**src/design/sw_pkg.sv**
```systemverilog
package sw_pkg;

    // signed alignment score
    typedef logic signed [13:0] score_t;

    // one DNA base
    typedef logic [1:0] base_t;

    // query row, from 0
    typedef logic [5:0] row_t;

    // anti-diagonal step or column, from 1
    typedef logic [10:0] step_t;

    localparam score_t NEG_INF        = -14'sd4096;
    localparam score_t MATCH_SCORE    = 14'sd2;
    localparam score_t MISMATCH_SCORE = -14'sd3;

    typedef struct packed {
        base_t base;
        logic  last;
    } sym_t;

    typedef struct packed {
        score_t v;
        score_t i;
        score_t d;
    } cell_t;

    typedef struct packed {
        score_t score;
        row_t   row;
        step_t  col;
        step_t  end_step;
        logic   xdrop_hit;
    } align_result_t;

endpackage

```
**src/design/sw_align_top.sv**
```systemverilog
`timescale 1ns/100ps

module sw_align_top
    import sw_pkg::*;
#(
    parameter int P_NUM_PE     = 8,
    parameter int P_GAP_OPEN   = -12,
    parameter int P_GAP_EXTEND = -1,
    parameter int P_XDROP      = 250
) (
    input  logic                 i_clk,
    input  logic                 i_rst,
    input  logic                 i_job_req,
    input  base_t [P_NUM_PE-1:0] i_query,
    output logic                 o_job_ack,
    input  logic                 i_sym_req,
    input  sym_t                 i_sym,
    output logic                 o_sym_ack,
    output logic                 o_res_req,
    output align_result_t        o_res,
    input  logic                 i_res_ack
);

    logic                  load;
    logic                  step;
    logic                  eval;
    logic                  clear;
    base_t                 feed;
    logic                  feed_valid;
    step_t                 step_num;
    logic                  stop;
    align_result_t         best;
    score_t [P_NUM_PE-1:0] step_v;
    score_t                step_max;
    row_t                  step_row;

    sw_ctrl #(
        .P_NUM_PE (P_NUM_PE)
    ) u_sw_ctrl (
        .i_clk        (i_clk),
        .i_rst        (i_rst),
        .i_job_req    (i_job_req),
        .o_job_ack    (o_job_ack),
        .i_sym_req    (i_sym_req),
        .i_sym        (i_sym),
        .o_sym_ack    (o_sym_ack),
        .o_res_req    (o_res_req),
        .o_res        (o_res),
        .i_res_ack    (i_res_ack),
        .i_stop       (stop),
        .i_best       (best),
        .o_load       (load),
        .o_step       (step),
        .o_eval       (eval),
        .o_clear      (clear),
        .o_feed       (feed),
        .o_feed_valid (feed_valid),
        .o_step_num   (step_num)
    );

    sw_pe_array #(
        .P_NUM_PE     (P_NUM_PE),
        .P_GAP_OPEN   (P_GAP_OPEN),
        .P_GAP_EXTEND (P_GAP_EXTEND)
    ) u_sw_pe_array (
        .i_clk        (i_clk),
        .i_rst        (i_rst),
        .i_load       (load),
        .i_step       (step),
        .i_query      (i_query),
        .i_feed       (feed),
        .i_feed_valid (feed_valid),
        .o_step_v     (step_v)
    );

    sw_max_tree #(
        .P_NUM_PE (P_NUM_PE)
    ) u_sw_max_tree (
        .i_scores (step_v),
        .o_max    (step_max),
        .o_row    (step_row)
    );

    sw_best_tracker #(
        .P_XDROP (P_XDROP)
    ) u_sw_best_tracker (
        .i_clk      (i_clk),
        .i_rst      (i_rst),
        .i_clear    (clear),
        .i_eval     (eval),
        .i_step_num (step_num),
        .i_step_max (step_max),
        .i_step_row (step_row),
        .o_best     (best),
        .o_stop     (stop)
    );

endmodule

```
**src/design/sw_best_tracker.sv**
```systemverilog
`timescale 1ns/100ps

module sw_best_tracker
    import sw_pkg::*;
#(
    parameter int P_XDROP = 250
) (
    input  logic          i_clk,
    input  logic          i_rst,
    input  logic          i_clear,
    input  logic          i_eval,
    input  step_t         i_step_num,
    input  score_t        i_step_max,
    input  row_t          i_step_row,
    output align_result_t o_best,
    output logic          o_stop
);

    score_t best_score;
    row_t   best_row;
    step_t  best_col;
    score_t limit;
    step_t  cand_col;

    // threshold against the best before this step
    assign limit    = best_score - score_t'(P_XDROP);
    // row r works on column step - r
    assign cand_col = i_step_num - step_t'(i_step_row);

    always_ff @(posedge i_clk or posedge i_rst) begin
        if (i_rst) begin
            best_score <= NEG_INF;
            best_row   <= '0;
            best_col   <= '0;
            o_stop     <= 1'b0;
        end else if (i_clear) begin
            best_score <= NEG_INF;
            best_row   <= '0;
            best_col   <= '0;
            o_stop     <= 1'b0;
        end else if (i_eval && !o_stop) begin
            // later steps win ties
            if (i_step_max >= best_score) begin
                best_score <= i_step_max;
                best_row   <= i_step_row;
                best_col   <= cand_col;
            end
            if (i_step_max < limit) begin
                o_stop <= 1'b1;
            end
        end
    end

    // end_step and the flag are filled in by the controller
    assign o_best = '{
        score:     best_score,
        row:       best_row,
        col:       best_col,
        end_step:  '0,
        xdrop_hit: 1'b0
    };

endmodule

```
**src/design/sw_ctrl.sv**
```systemverilog
`timescale 1ns/100ps

module sw_ctrl
    import sw_pkg::*;
#(
    parameter int P_NUM_PE = 8
) (
    input  logic          i_clk,
    input  logic          i_rst,
    input  logic          i_job_req,
    output logic          o_job_ack,
    input  logic          i_sym_req,
    input  sym_t          i_sym,
    output logic          o_sym_ack,
    output logic          o_res_req,
    output align_result_t o_res,
    input  logic          i_res_ack,
    input  logic          i_stop,
    input  align_result_t i_best,
    output logic          o_load,
    output logic          o_step,
    output logic          o_eval,
    output logic          o_clear,
    output base_t         o_feed,
    output logic          o_feed_valid,
    output step_t         o_step_num
);

    typedef enum logic [2:0] {
        ST_IDLE,
        ST_RUN,
        ST_FLUSH,
        ST_DRAIN,
        ST_RESULT
    } state_t;

    state_t state;
    step_t  step_cnt;
    step_t  eval_num;
    step_t  done_num;
    row_t   flush_cnt;
    logic   drain_done;
    logic   sym_take;

    assign sym_take   = (state == ST_RUN) && i_sym_req && !o_sym_ack;
    // nothing left in flight once step and eval are both low
    assign drain_done = (state == ST_DRAIN) && !o_step && !o_eval;

    always_ff @(posedge i_clk or posedge i_rst) begin
        if (i_rst) begin
            state        <= ST_IDLE;
            o_job_ack    <= 1'b0;
            o_sym_ack    <= 1'b0;
            o_res_req    <= 1'b0;
            o_load       <= 1'b0;
            o_clear      <= 1'b0;
            o_step       <= 1'b0;
            o_eval       <= 1'b0;
            o_feed_valid <= 1'b0;
            step_cnt     <= '0;
            eval_num     <= '0;
            done_num     <= '0;
            flush_cnt    <= '0;
        end else begin
            o_load   <= 1'b0;
            o_clear  <= 1'b0;
            o_step   <= 1'b0;
            o_eval   <= o_step;
            eval_num <= step_cnt;
            // last step evaluated before any stop
            if (o_eval && !i_stop) begin
                done_num <= eval_num;
            end
            if (o_job_ack && !i_job_req) begin
                o_job_ack <= 1'b0;
            end
            if (o_sym_ack && !i_sym_req) begin
                o_sym_ack <= 1'b0;
            end

            case (state)
                ST_IDLE: begin
                    if (i_job_req && !o_job_ack) begin
                        o_job_ack <= 1'b1;
                        o_load    <= 1'b1;
                        o_clear   <= 1'b1;
                        step_cnt  <= '0;
                        state     <= ST_RUN;
                    end
                end
                ST_RUN: begin
                    if (sym_take) begin
                        o_sym_ack <= 1'b1;
                        // after a stop the symbol is acked and dropped
                        if (!i_stop) begin
                            o_step       <= 1'b1;
                            o_feed_valid <= 1'b1;
                            step_cnt     <= step_cnt + 1'b1;
                        end
                        if (i_sym.last) begin
                            flush_cnt <= row_t'(P_NUM_PE - 1);
                            state     <= i_stop ? ST_DRAIN : ST_FLUSH;
                        end
                    end
                end
                ST_FLUSH: begin
                    o_feed_valid <= 1'b0;
                    if (i_stop || flush_cnt == '0) begin
                        state <= ST_DRAIN;
                    end else begin
                        o_step    <= 1'b1;
                        step_cnt  <= step_cnt + 1'b1;
                        flush_cnt <= flush_cnt - 1'b1;
                    end
                end
                ST_DRAIN: begin
                    if (drain_done) begin
                        o_res_req <= 1'b1;
                        state     <= ST_RESULT;
                    end
                end
                ST_RESULT: begin
                    if (o_res_req && i_res_ack) begin
                        o_res_req <= 1'b0;
                    end else if (!o_res_req && !i_res_ack) begin
                        state <= ST_IDLE;
                    end
                end
                default: begin
                    state <= ST_IDLE;
                end
            endcase
        end
    end

    always_ff @(posedge i_clk) begin
        if (sym_take) begin
            o_feed <= i_sym.base;
        end
        if (drain_done) begin
            o_res <= '{
                score:     i_best.score,
                row:       i_best.row,
                col:       i_best.col,
                end_step:  done_num,
                xdrop_hit: i_stop
            };
        end
    end

    assign o_step_num = eval_num;

endmodule

```
**src/design/sw_max_tree.sv**
```systemverilog
`timescale 1ns/100ps

module sw_max_tree
    import sw_pkg::*;
#(
    parameter int P_NUM_PE = 8
) (
    input  score_t [P_NUM_PE-1:0] i_scores,
    output score_t                o_max,
    output row_t                  o_row
);

    localparam int     LEVELS = (P_NUM_PE > 1) ? $clog2(P_NUM_PE) : 0;
    localparam int     WIDTH  = 1 << LEVELS;
    // below NEG_INF so padding never beats a real row
    localparam score_t PAD    = NEG_INF - 14'sd1;

    // heap order, root at 1, leaves from WIDTH
    score_t node_v [1:2*WIDTH-1];
    row_t   node_r [1:2*WIDTH-1];

    for (genvar k = 0; k < WIDTH; k++) begin : g_leaf
        if (k < P_NUM_PE) begin : g_real
            assign node_v[WIDTH+k] = i_scores[k];
        end else begin : g_pad
            assign node_v[WIDTH+k] = PAD;
        end
        assign node_r[WIDTH+k] = row_t'(k);
    end

    for (genvar n = 1; n < WIDTH; n++) begin : g_node
        logic pick_hi;

        // upper half holds the higher rows, so it takes ties
        assign pick_hi   = node_v[2*n+1] >= node_v[2*n];
        assign node_v[n] = pick_hi ? node_v[2*n+1] : node_v[2*n];
        assign node_r[n] = pick_hi ? node_r[2*n+1] : node_r[2*n];
    end

    assign o_max = node_v[1];
    assign o_row = node_r[1];

endmodule

```
**src/design/sw_pe.sv**
```systemverilog
`timescale 1ns/100ps

module sw_pe
    import sw_pkg::*;
#(
    parameter int P_ROW        = 0,
    parameter int P_GAP_OPEN   = -12,
    parameter int P_GAP_EXTEND = -1
) (
    input  logic   i_clk,
    input  logic   i_rst,
    input  logic   i_load,
    input  logic   i_step,
    input  base_t  i_row_base,
    input  base_t  i_col,
    input  logic   i_col_valid,
    input  cell_t  i_top,
    input  score_t i_diag,
    output cell_t  o_cell,
    output score_t o_diag,
    output base_t  o_col,
    output logic   o_col_valid
);

    localparam score_t OPEN_EXT  = score_t'(P_GAP_OPEN + P_GAP_EXTEND);
    localparam score_t EXT       = score_t'(P_GAP_EXTEND);
    // H(row, 0) for this cell's row
    localparam score_t LEFT_INIT = score_t'(P_GAP_OPEN + P_GAP_EXTEND * (P_ROW + 1));

    base_t  row_base_q;
    cell_t  cell_q;
    score_t diag_q;
    base_t  col_q;
    logic   col_valid_q;

    score_t sub;
    score_t i_new;
    score_t d_new;
    score_t v_new;
    logic   compute;

    assign compute = i_step && i_col_valid;

    always_comb begin
        sub = (row_base_q == i_col) ? MATCH_SCORE : MISMATCH_SCORE;

        // gap along the row, from the left
        i_new = cell_q.v + OPEN_EXT;
        if (cell_q.i + EXT > i_new) begin
            i_new = cell_q.i + EXT;
        end

        // gap along the column, from above
        d_new = i_top.v + OPEN_EXT;
        if (i_top.d + EXT > d_new) begin
            d_new = i_top.d + EXT;
        end

        v_new = i_diag + sub;
        if (i_new > v_new) begin
            v_new = i_new;
        end
        if (d_new > v_new) begin
            v_new = d_new;
        end
    end

    always_ff @(posedge i_clk) begin
        if (i_load) begin
            row_base_q <= i_row_base;
            cell_q.v   <= LEFT_INIT;
            cell_q.i   <= NEG_INF;
            cell_q.d   <= NEG_INF;
            diag_q     <= LEFT_INIT;
        end else if (compute) begin
            cell_q.v <= v_new;
            cell_q.i <= i_new;
            cell_q.d <= d_new;
            // old V becomes the diagonal for the row below
            diag_q   <= cell_q.v;
        end
        if (i_step) begin
            col_q <= i_col;
        end
    end

    always_ff @(posedge i_clk or posedge i_rst) begin
        if (i_rst) begin
            col_valid_q <= 1'b0;
        end else if (i_load) begin
            col_valid_q <= 1'b0;
        end else if (i_step) begin
            col_valid_q <= i_col_valid;
        end
    end

    assign o_cell      = cell_q;
    assign o_diag      = diag_q;
    assign o_col       = col_q;
    assign o_col_valid = col_valid_q;

endmodule

```
**src/design/sw_pe_array.sv**
```systemverilog
`timescale 1ns/100ps

module sw_pe_array
    import sw_pkg::*;
#(
    parameter int P_NUM_PE     = 8,
    parameter int P_GAP_OPEN   = -12,
    parameter int P_GAP_EXTEND = -1
) (
    input  logic                  i_clk,
    input  logic                  i_rst,
    input  logic                  i_load,
    input  logic                  i_step,
    input  base_t [P_NUM_PE-1:0]  i_query,
    input  base_t                 i_feed,
    input  logic                  i_feed_valid,
    output score_t [P_NUM_PE-1:0] o_step_v
);

    localparam score_t OPEN_EXT = score_t'(P_GAP_OPEN + P_GAP_EXTEND);
    localparam score_t EXT      = score_t'(P_GAP_EXTEND);

    step_t  col_cnt;
    score_t h0_q;
    cell_t  top_cell;
    score_t top_diag;

    cell_t  pe_cell      [P_NUM_PE];
    score_t pe_diag      [P_NUM_PE];
    base_t  pe_col       [P_NUM_PE];
    logic   pe_col_valid [P_NUM_PE];

    // top boundary row, H(0,c) for the column entering now
    always_comb begin
        top_cell.v = (col_cnt == '0) ? OPEN_EXT : h0_q + EXT;
        top_cell.i = NEG_INF;
        top_cell.d = NEG_INF;
        top_diag   = h0_q;
    end

    always_ff @(posedge i_clk or posedge i_rst) begin
        if (i_rst) begin
            col_cnt <= '0;
        end else if (i_load) begin
            col_cnt <= '0;
        end else if (i_step && i_feed_valid) begin
            col_cnt <= col_cnt + 1'b1;
        end
    end

    // holds H(0, col_cnt)
    always_ff @(posedge i_clk) begin
        if (i_load) begin
            h0_q <= '0;
        end else if (i_step && i_feed_valid) begin
            h0_q <= top_cell.v;
        end
    end

    for (genvar g = 0; g < P_NUM_PE; g++) begin : g_pe
        cell_t  in_top;
        score_t in_diag;
        base_t  in_col;
        logic   in_col_valid;

        if (g == 0) begin : g_first
            assign in_top       = top_cell;
            assign in_diag      = top_diag;
            assign in_col       = i_feed;
            assign in_col_valid = i_feed_valid;
        end else begin : g_chain
            assign in_top       = pe_cell[g-1];
            assign in_diag      = pe_diag[g-1];
            assign in_col       = pe_col[g-1];
            assign in_col_valid = pe_col_valid[g-1];
        end

        sw_pe #(
            .P_ROW        (g),
            .P_GAP_OPEN   (P_GAP_OPEN),
            .P_GAP_EXTEND (P_GAP_EXTEND)
        ) u_sw_pe (
            .i_clk       (i_clk),
            .i_rst       (i_rst),
            .i_load      (i_load),
            .i_step      (i_step),
            .i_row_base  (i_query[g]),
            .i_col       (in_col),
            .i_col_valid (in_col_valid),
            .i_top       (in_top),
            .i_diag      (in_diag),
            .o_cell      (pe_cell[g]),
            .o_diag      (pe_diag[g]),
            .o_col       (pe_col[g]),
            .o_col_valid (pe_col_valid[g])
        );

        // idle rows must not win the step maximum
        assign o_step_v[g] = pe_col_valid[g] ? pe_cell[g].v : NEG_INF;
    end

endmodule

```
**config.mk**
```make
export PLATFORM = sky130hd
export DESIGN_NAME = sw_align_top
export DESIGN_NICKNAME = d
export VERILOG_FILES = /design/src/design/sw_pkg.sv /design/src/design/sw_align_top.sv /design/src/design/sw_best_tracker.sv /design/src/design/sw_ctrl.sv /design/src/design/sw_max_tree.sv /design/src/design/sw_pe.sv /design/src/design/sw_pe_array.sv
export SDC_FILE = /design/constraint.sdc
export NUM_CORES = 2
export LEC_CHECK = 0
export BUFFER_PORTS_ARGS = -buffer_cell sky130_fd_sc_hd__buf_2
export CAP_MARGIN = 20
export CORE_MARGIN = 3
export CORE_UTILIZATION = 43
export CTS_CLUSTER_SIZE = 24
export DETAILED_ROUTE_END_ITERATION = 16
export GPL_TIMING_DRIVEN = 0
export PLACE_DENSITY = 0.62
export SYNTH_ARGS = -nofsm -noshare
export SYNTH_HDL_FRONTEND = slang
export SYNTH_SLANG_ARGS = --single-unit
```
**constraint.sdc**
```tcl
create_clock -name i_clk -period 29.7 [get_ports i_clk]
set_input_delay 4.455 -clock i_clk [delete_from_list [all_inputs] [get_ports i_clk]]
set_output_delay 4.455 -clock i_clk [all_outputs]
set_load 0.03 [all_outputs]
```
==> impl_results.md <==
* CTS buffer count at 74
* Cell type with the largest total area after synthesis: dfxtp_1
* FF+latch count, synth at 603
* Slew HR at 0.198
* Maxcap violations at 0
* Most frequent CP cell: clkbuf_1
* Register area at 13300 µm²
* Minimum clock period at 12860 ps
* CP Class: reg2reg
* DR pass1 iterations at 6
* Setup_tns at 0 ps
* # rows at 125
* Starting density of the core at 0.436
* Clock tree buffer depth at 3
* Antenna violations before repair at 1
* Post-synth EDFFs at 72
* CTS clk-pin slew, worst paths at 60 ps
* Slowest cell on crit path: mux2i_1
* CTS-repair resized insts at 0
* R2R setup slack at 16840 ps
* Synth cell count leaders: 890 x nand2_1, 681 x ha_1, 569 x a21oi_1
* DRC viols at 0
* DR vias/cell at 5.71
* Worst Setup EP: u_sw_best_tracker.best_score[3]
* Die height at 350 µm
* Clk_skew at 40.5 ps
* Crit path largest cell delay at 470 ps
* CP Capture Type: flip-flop
* Post-route ant nets at 0
* Synth cell types at 96
* Total number of vias at 46700
* H-tree depth at 3
* CTS Hold Bufs at 0
* Mean Syn Cell Area at 7.92 µm²
* Cell area after synthesis at 51000 µm²
* Final max-slew violation count at 0
* Synth area leaders: dfxtp_1 17%, ha_1 17%, nand2_1 6.6%
* Share of the synthesized area in the top cell type at 0.170
* WL final at 166 mm
* Critical Path RT at 30200 ps
* Core Area at 117000 µm²
* Worst path depth at 50
* Clock Latency Late Sink at 660 ps
* Synthesis warning total at 0
* Fraction of layout cells with a size suffix above 1 at 0.0511
* Ys async rst share at 0.161
* Vias in the first global route at 43500
* CTS tree: done
* Die ar. at 123000 µm²
* Clock Tree Root: clkbuf_16
* Final hold vios at 0
* Worst r2r path cells at 50
* Crit path buf inv count at 11
* WL/cell at 20.3 µm
* Status: complete, no violations
* I/O Pins at 70
* Area of the multi-input gates at 34900 µm²
* Final HPWL DP at 133 mm
* Worst slew pin tran at 1200 ps
* Clk sinks at 603
* Launching point of the worst reg2reg path: u_sw_pe_array.g_pe[4].u_sw_pe.o_col_valid
* Nets at 7307
* RSZ-0062 raised after global routing: no
* Period Utilization, post-route at 0.433
* First-pass GRT wire length at 254 mm
* Synth Instances at 6433
* Port Buffers at 66
* Post-CTS setup buffer count at 0
* Detailed router's first-iteration violation count at 3627
* Largest net degree at the start of global routing at 62
* Worst Setup SP: u_sw_pe_array.g_pe[4].u_sw_pe.o_col_valid
* Sequential element share of the synthesized area at 0.260
* Layout area overhead at 10.1%
* Worst R2R End: u_sw_best_tracker.best_score[3]
* Die Wd at 350 µm
* Antenna Diode Count at 0
* Layout fillers at 11600
* Library cell with the highest instance count after synthesis: nand2_1
* Setup violations, final at 0
* Global Route Usage Sum at 0.263
* HP Class: reg2reg
* Crit start category: flip-flop
* Dominant synthesized flop cell: dfxtp_1
* CP top delay family: compound AO/OA/AOI/OAI gates
* CP Max Fanout at 10
* Max Freq at 77.8 MHz
* Critical path arrival at 13360 ps
* Gp weighted congestion at 0.948
* Grt ovf at 0
==> layout make-up <==
cell class              count  share of cell area
repair buffers             82              0.0106
clock buffers              98              0.0372
plain buffers             287              0.0206
well taps                1524              0.0340
clock inverters            39             0.00939
inverters                 448              0.0300
flip-flops and latches    603               0.237
multi-input cells        5097               0.622
==> kinds of logic after synthesis <==
logic type                 after synthesis  share of synthesized area
DFF                                    603                      0.260
muxes                                  208                     0.0420
xor gates and xnor gates               453                     0.0780
adders and majority gates              693                      0.171
buffers and inverters                  735                     0.0556
other                                    1                  0.0000736
and+or+nand+nor                       2290                      0.209
AOI/OAI and AO/OA                     1450                      0.184
==> metal layers <==
| metal | global-route usage | wire length, µm |
|---|---|---|
| met1 | 0.372 | 77700 |
| met5 | 0 | 0 |
| met3 | 0.0249 | 8650 |
| met2 | 0.424 | 73900 |
| met4 | 0.0822 | 5340 |
==> cell usage in the layout, fill, tap and decap left out, types with 13 or more instances in the layout <==
| cell | synthesis | routed |
|---|---|---|
| a211o_1 | 46 | 46 |
| a211oi_1 | 112 | 112 |
| a211oi_2 | 22 | 22 |
| a21o_1 | 77 | 77 |
| a21oi_1 | 569 | 569 |
| a31oi_1 | 27 | 27 |
| and2_1 | 70 | 70 |
| and3_1 | 16 | 15 |
| and4_1 | 13 | 13 |
| buf_1 | 27 | 27 |
| buf_2 | 17 | 85 |
| clkbuf_1 | 233 | 244 |
| clkbuf_16 | 0 | 77 |
| dfrtp_1 | 95 | 94 |
| dfxtp_1 | 434 | 434 |
| edfxtp_1 | 72 | 72 |
| ha_1 | 681 | 681 |
| inv_1 | 447 | 446 |
| mux2_2 | 41 | 41 |
| mux2i_1 | 165 | 165 |
| nand2_1 | 890 | 890 |
| nand2b_1 | 106 | 106 |
| nand3_1 | 179 | 179 |
| nand4_1 | 111 | 111 |
| nor2_1 | 497 | 497 |
| nor2b_1 | 96 | 96 |
| nor3_1 | 134 | 134 |
| nor4_1 | 69 | 69 |
| o211ai_1 | 77 | 77 |
| o21a_1 | 114 | 114 |
| o21ai_0 | 181 | 181 |
| o21bai_1 | 79 | 79 |
| o311ai_0 | 19 | 19 |
| o31a_1 | 20 | 20 |
| or3_1 | 41 | 41 |
| or4_1 | 13 | 13 |
| xnor2_1 | 275 | 275 |
| xor2_1 | 177 | 177 |
==> worst min path at each step <==
stage / depth (start not counted) / slack (ps) / start / to
global placement: 0 / 380 / u_sw_ctrl.step_cnt[10] / u_sw_ctrl.o_step_num[10]
finish: 0 / 420 / u_sw_ctrl.step_cnt[10] / u_sw_ctrl.o_step_num[10]
global route: 0 / 440 / u_sw_ctrl.step_cnt[10] / u_sw_ctrl.o_step_num[10]
floorplan: 0 / 370 / u_sw_ctrl.step_cnt[10] / u_sw_ctrl.o_step_num[10]
detailed placement: 0 / 410 / u_sw_ctrl.step_cnt[10] / u_sw_ctrl.o_step_num[10]
CTS: 0 / 420 / u_sw_ctrl.step_cnt[8] / u_sw_ctrl.o_step_num[8]
==> sequential cells by signal, indices dropped and copies added (netlist names), 6 cells and up <==
signal	count
u_sw_ctrl.o_res	40
u_sw_pe_array.g_pe.u_sw_pe.o_cell	322
u_sw_pe_array.g_pe.in_diag	14
u_sw_pe_array.g_pe.u_sw_pe.o_diag	98
u_sw_ctrl.o_step_num	11
u_sw_best_tracker.best_col	11
u_sw_ctrl.flush_cnt	6
u_sw_pe_array.col_cnt	11
u_sw_pe_array.g_pe.u_sw_pe.o_col	14
u_sw_ctrl.step_cnt	11
u_sw_pe_array.g_pe.u_sw_pe.o_col_valid	8
u_sw_ctrl.done_num	11
u_sw_pe_array.g_pe.u_sw_pe.row_base_q	16
u_sw_best_tracker.best_score	14
==> stage by stage <==
step / cells / utilization / hold WS (ps) / instance area, µm² / worst slack [ps]
after global placement: 8025 / 0.455 / 383 / 53200 / 17180
final: 8178 / 0.480 / 423 / 56100 / 16840
after CTS: 8175 / 0.480 / 424 / 56100 / 17040
after floorplan: 6435 / - / 373 / 51000 / 19130
after detailed placement: 8038 / 0.457 / 409 / 53500 / 17080
after global routing: 8178 / 0.480 / 440 / 56100 / 15950
Power is not shown: default switching activity piles up to over one toggle a cycle in this logic, so the estimate is an artifact.
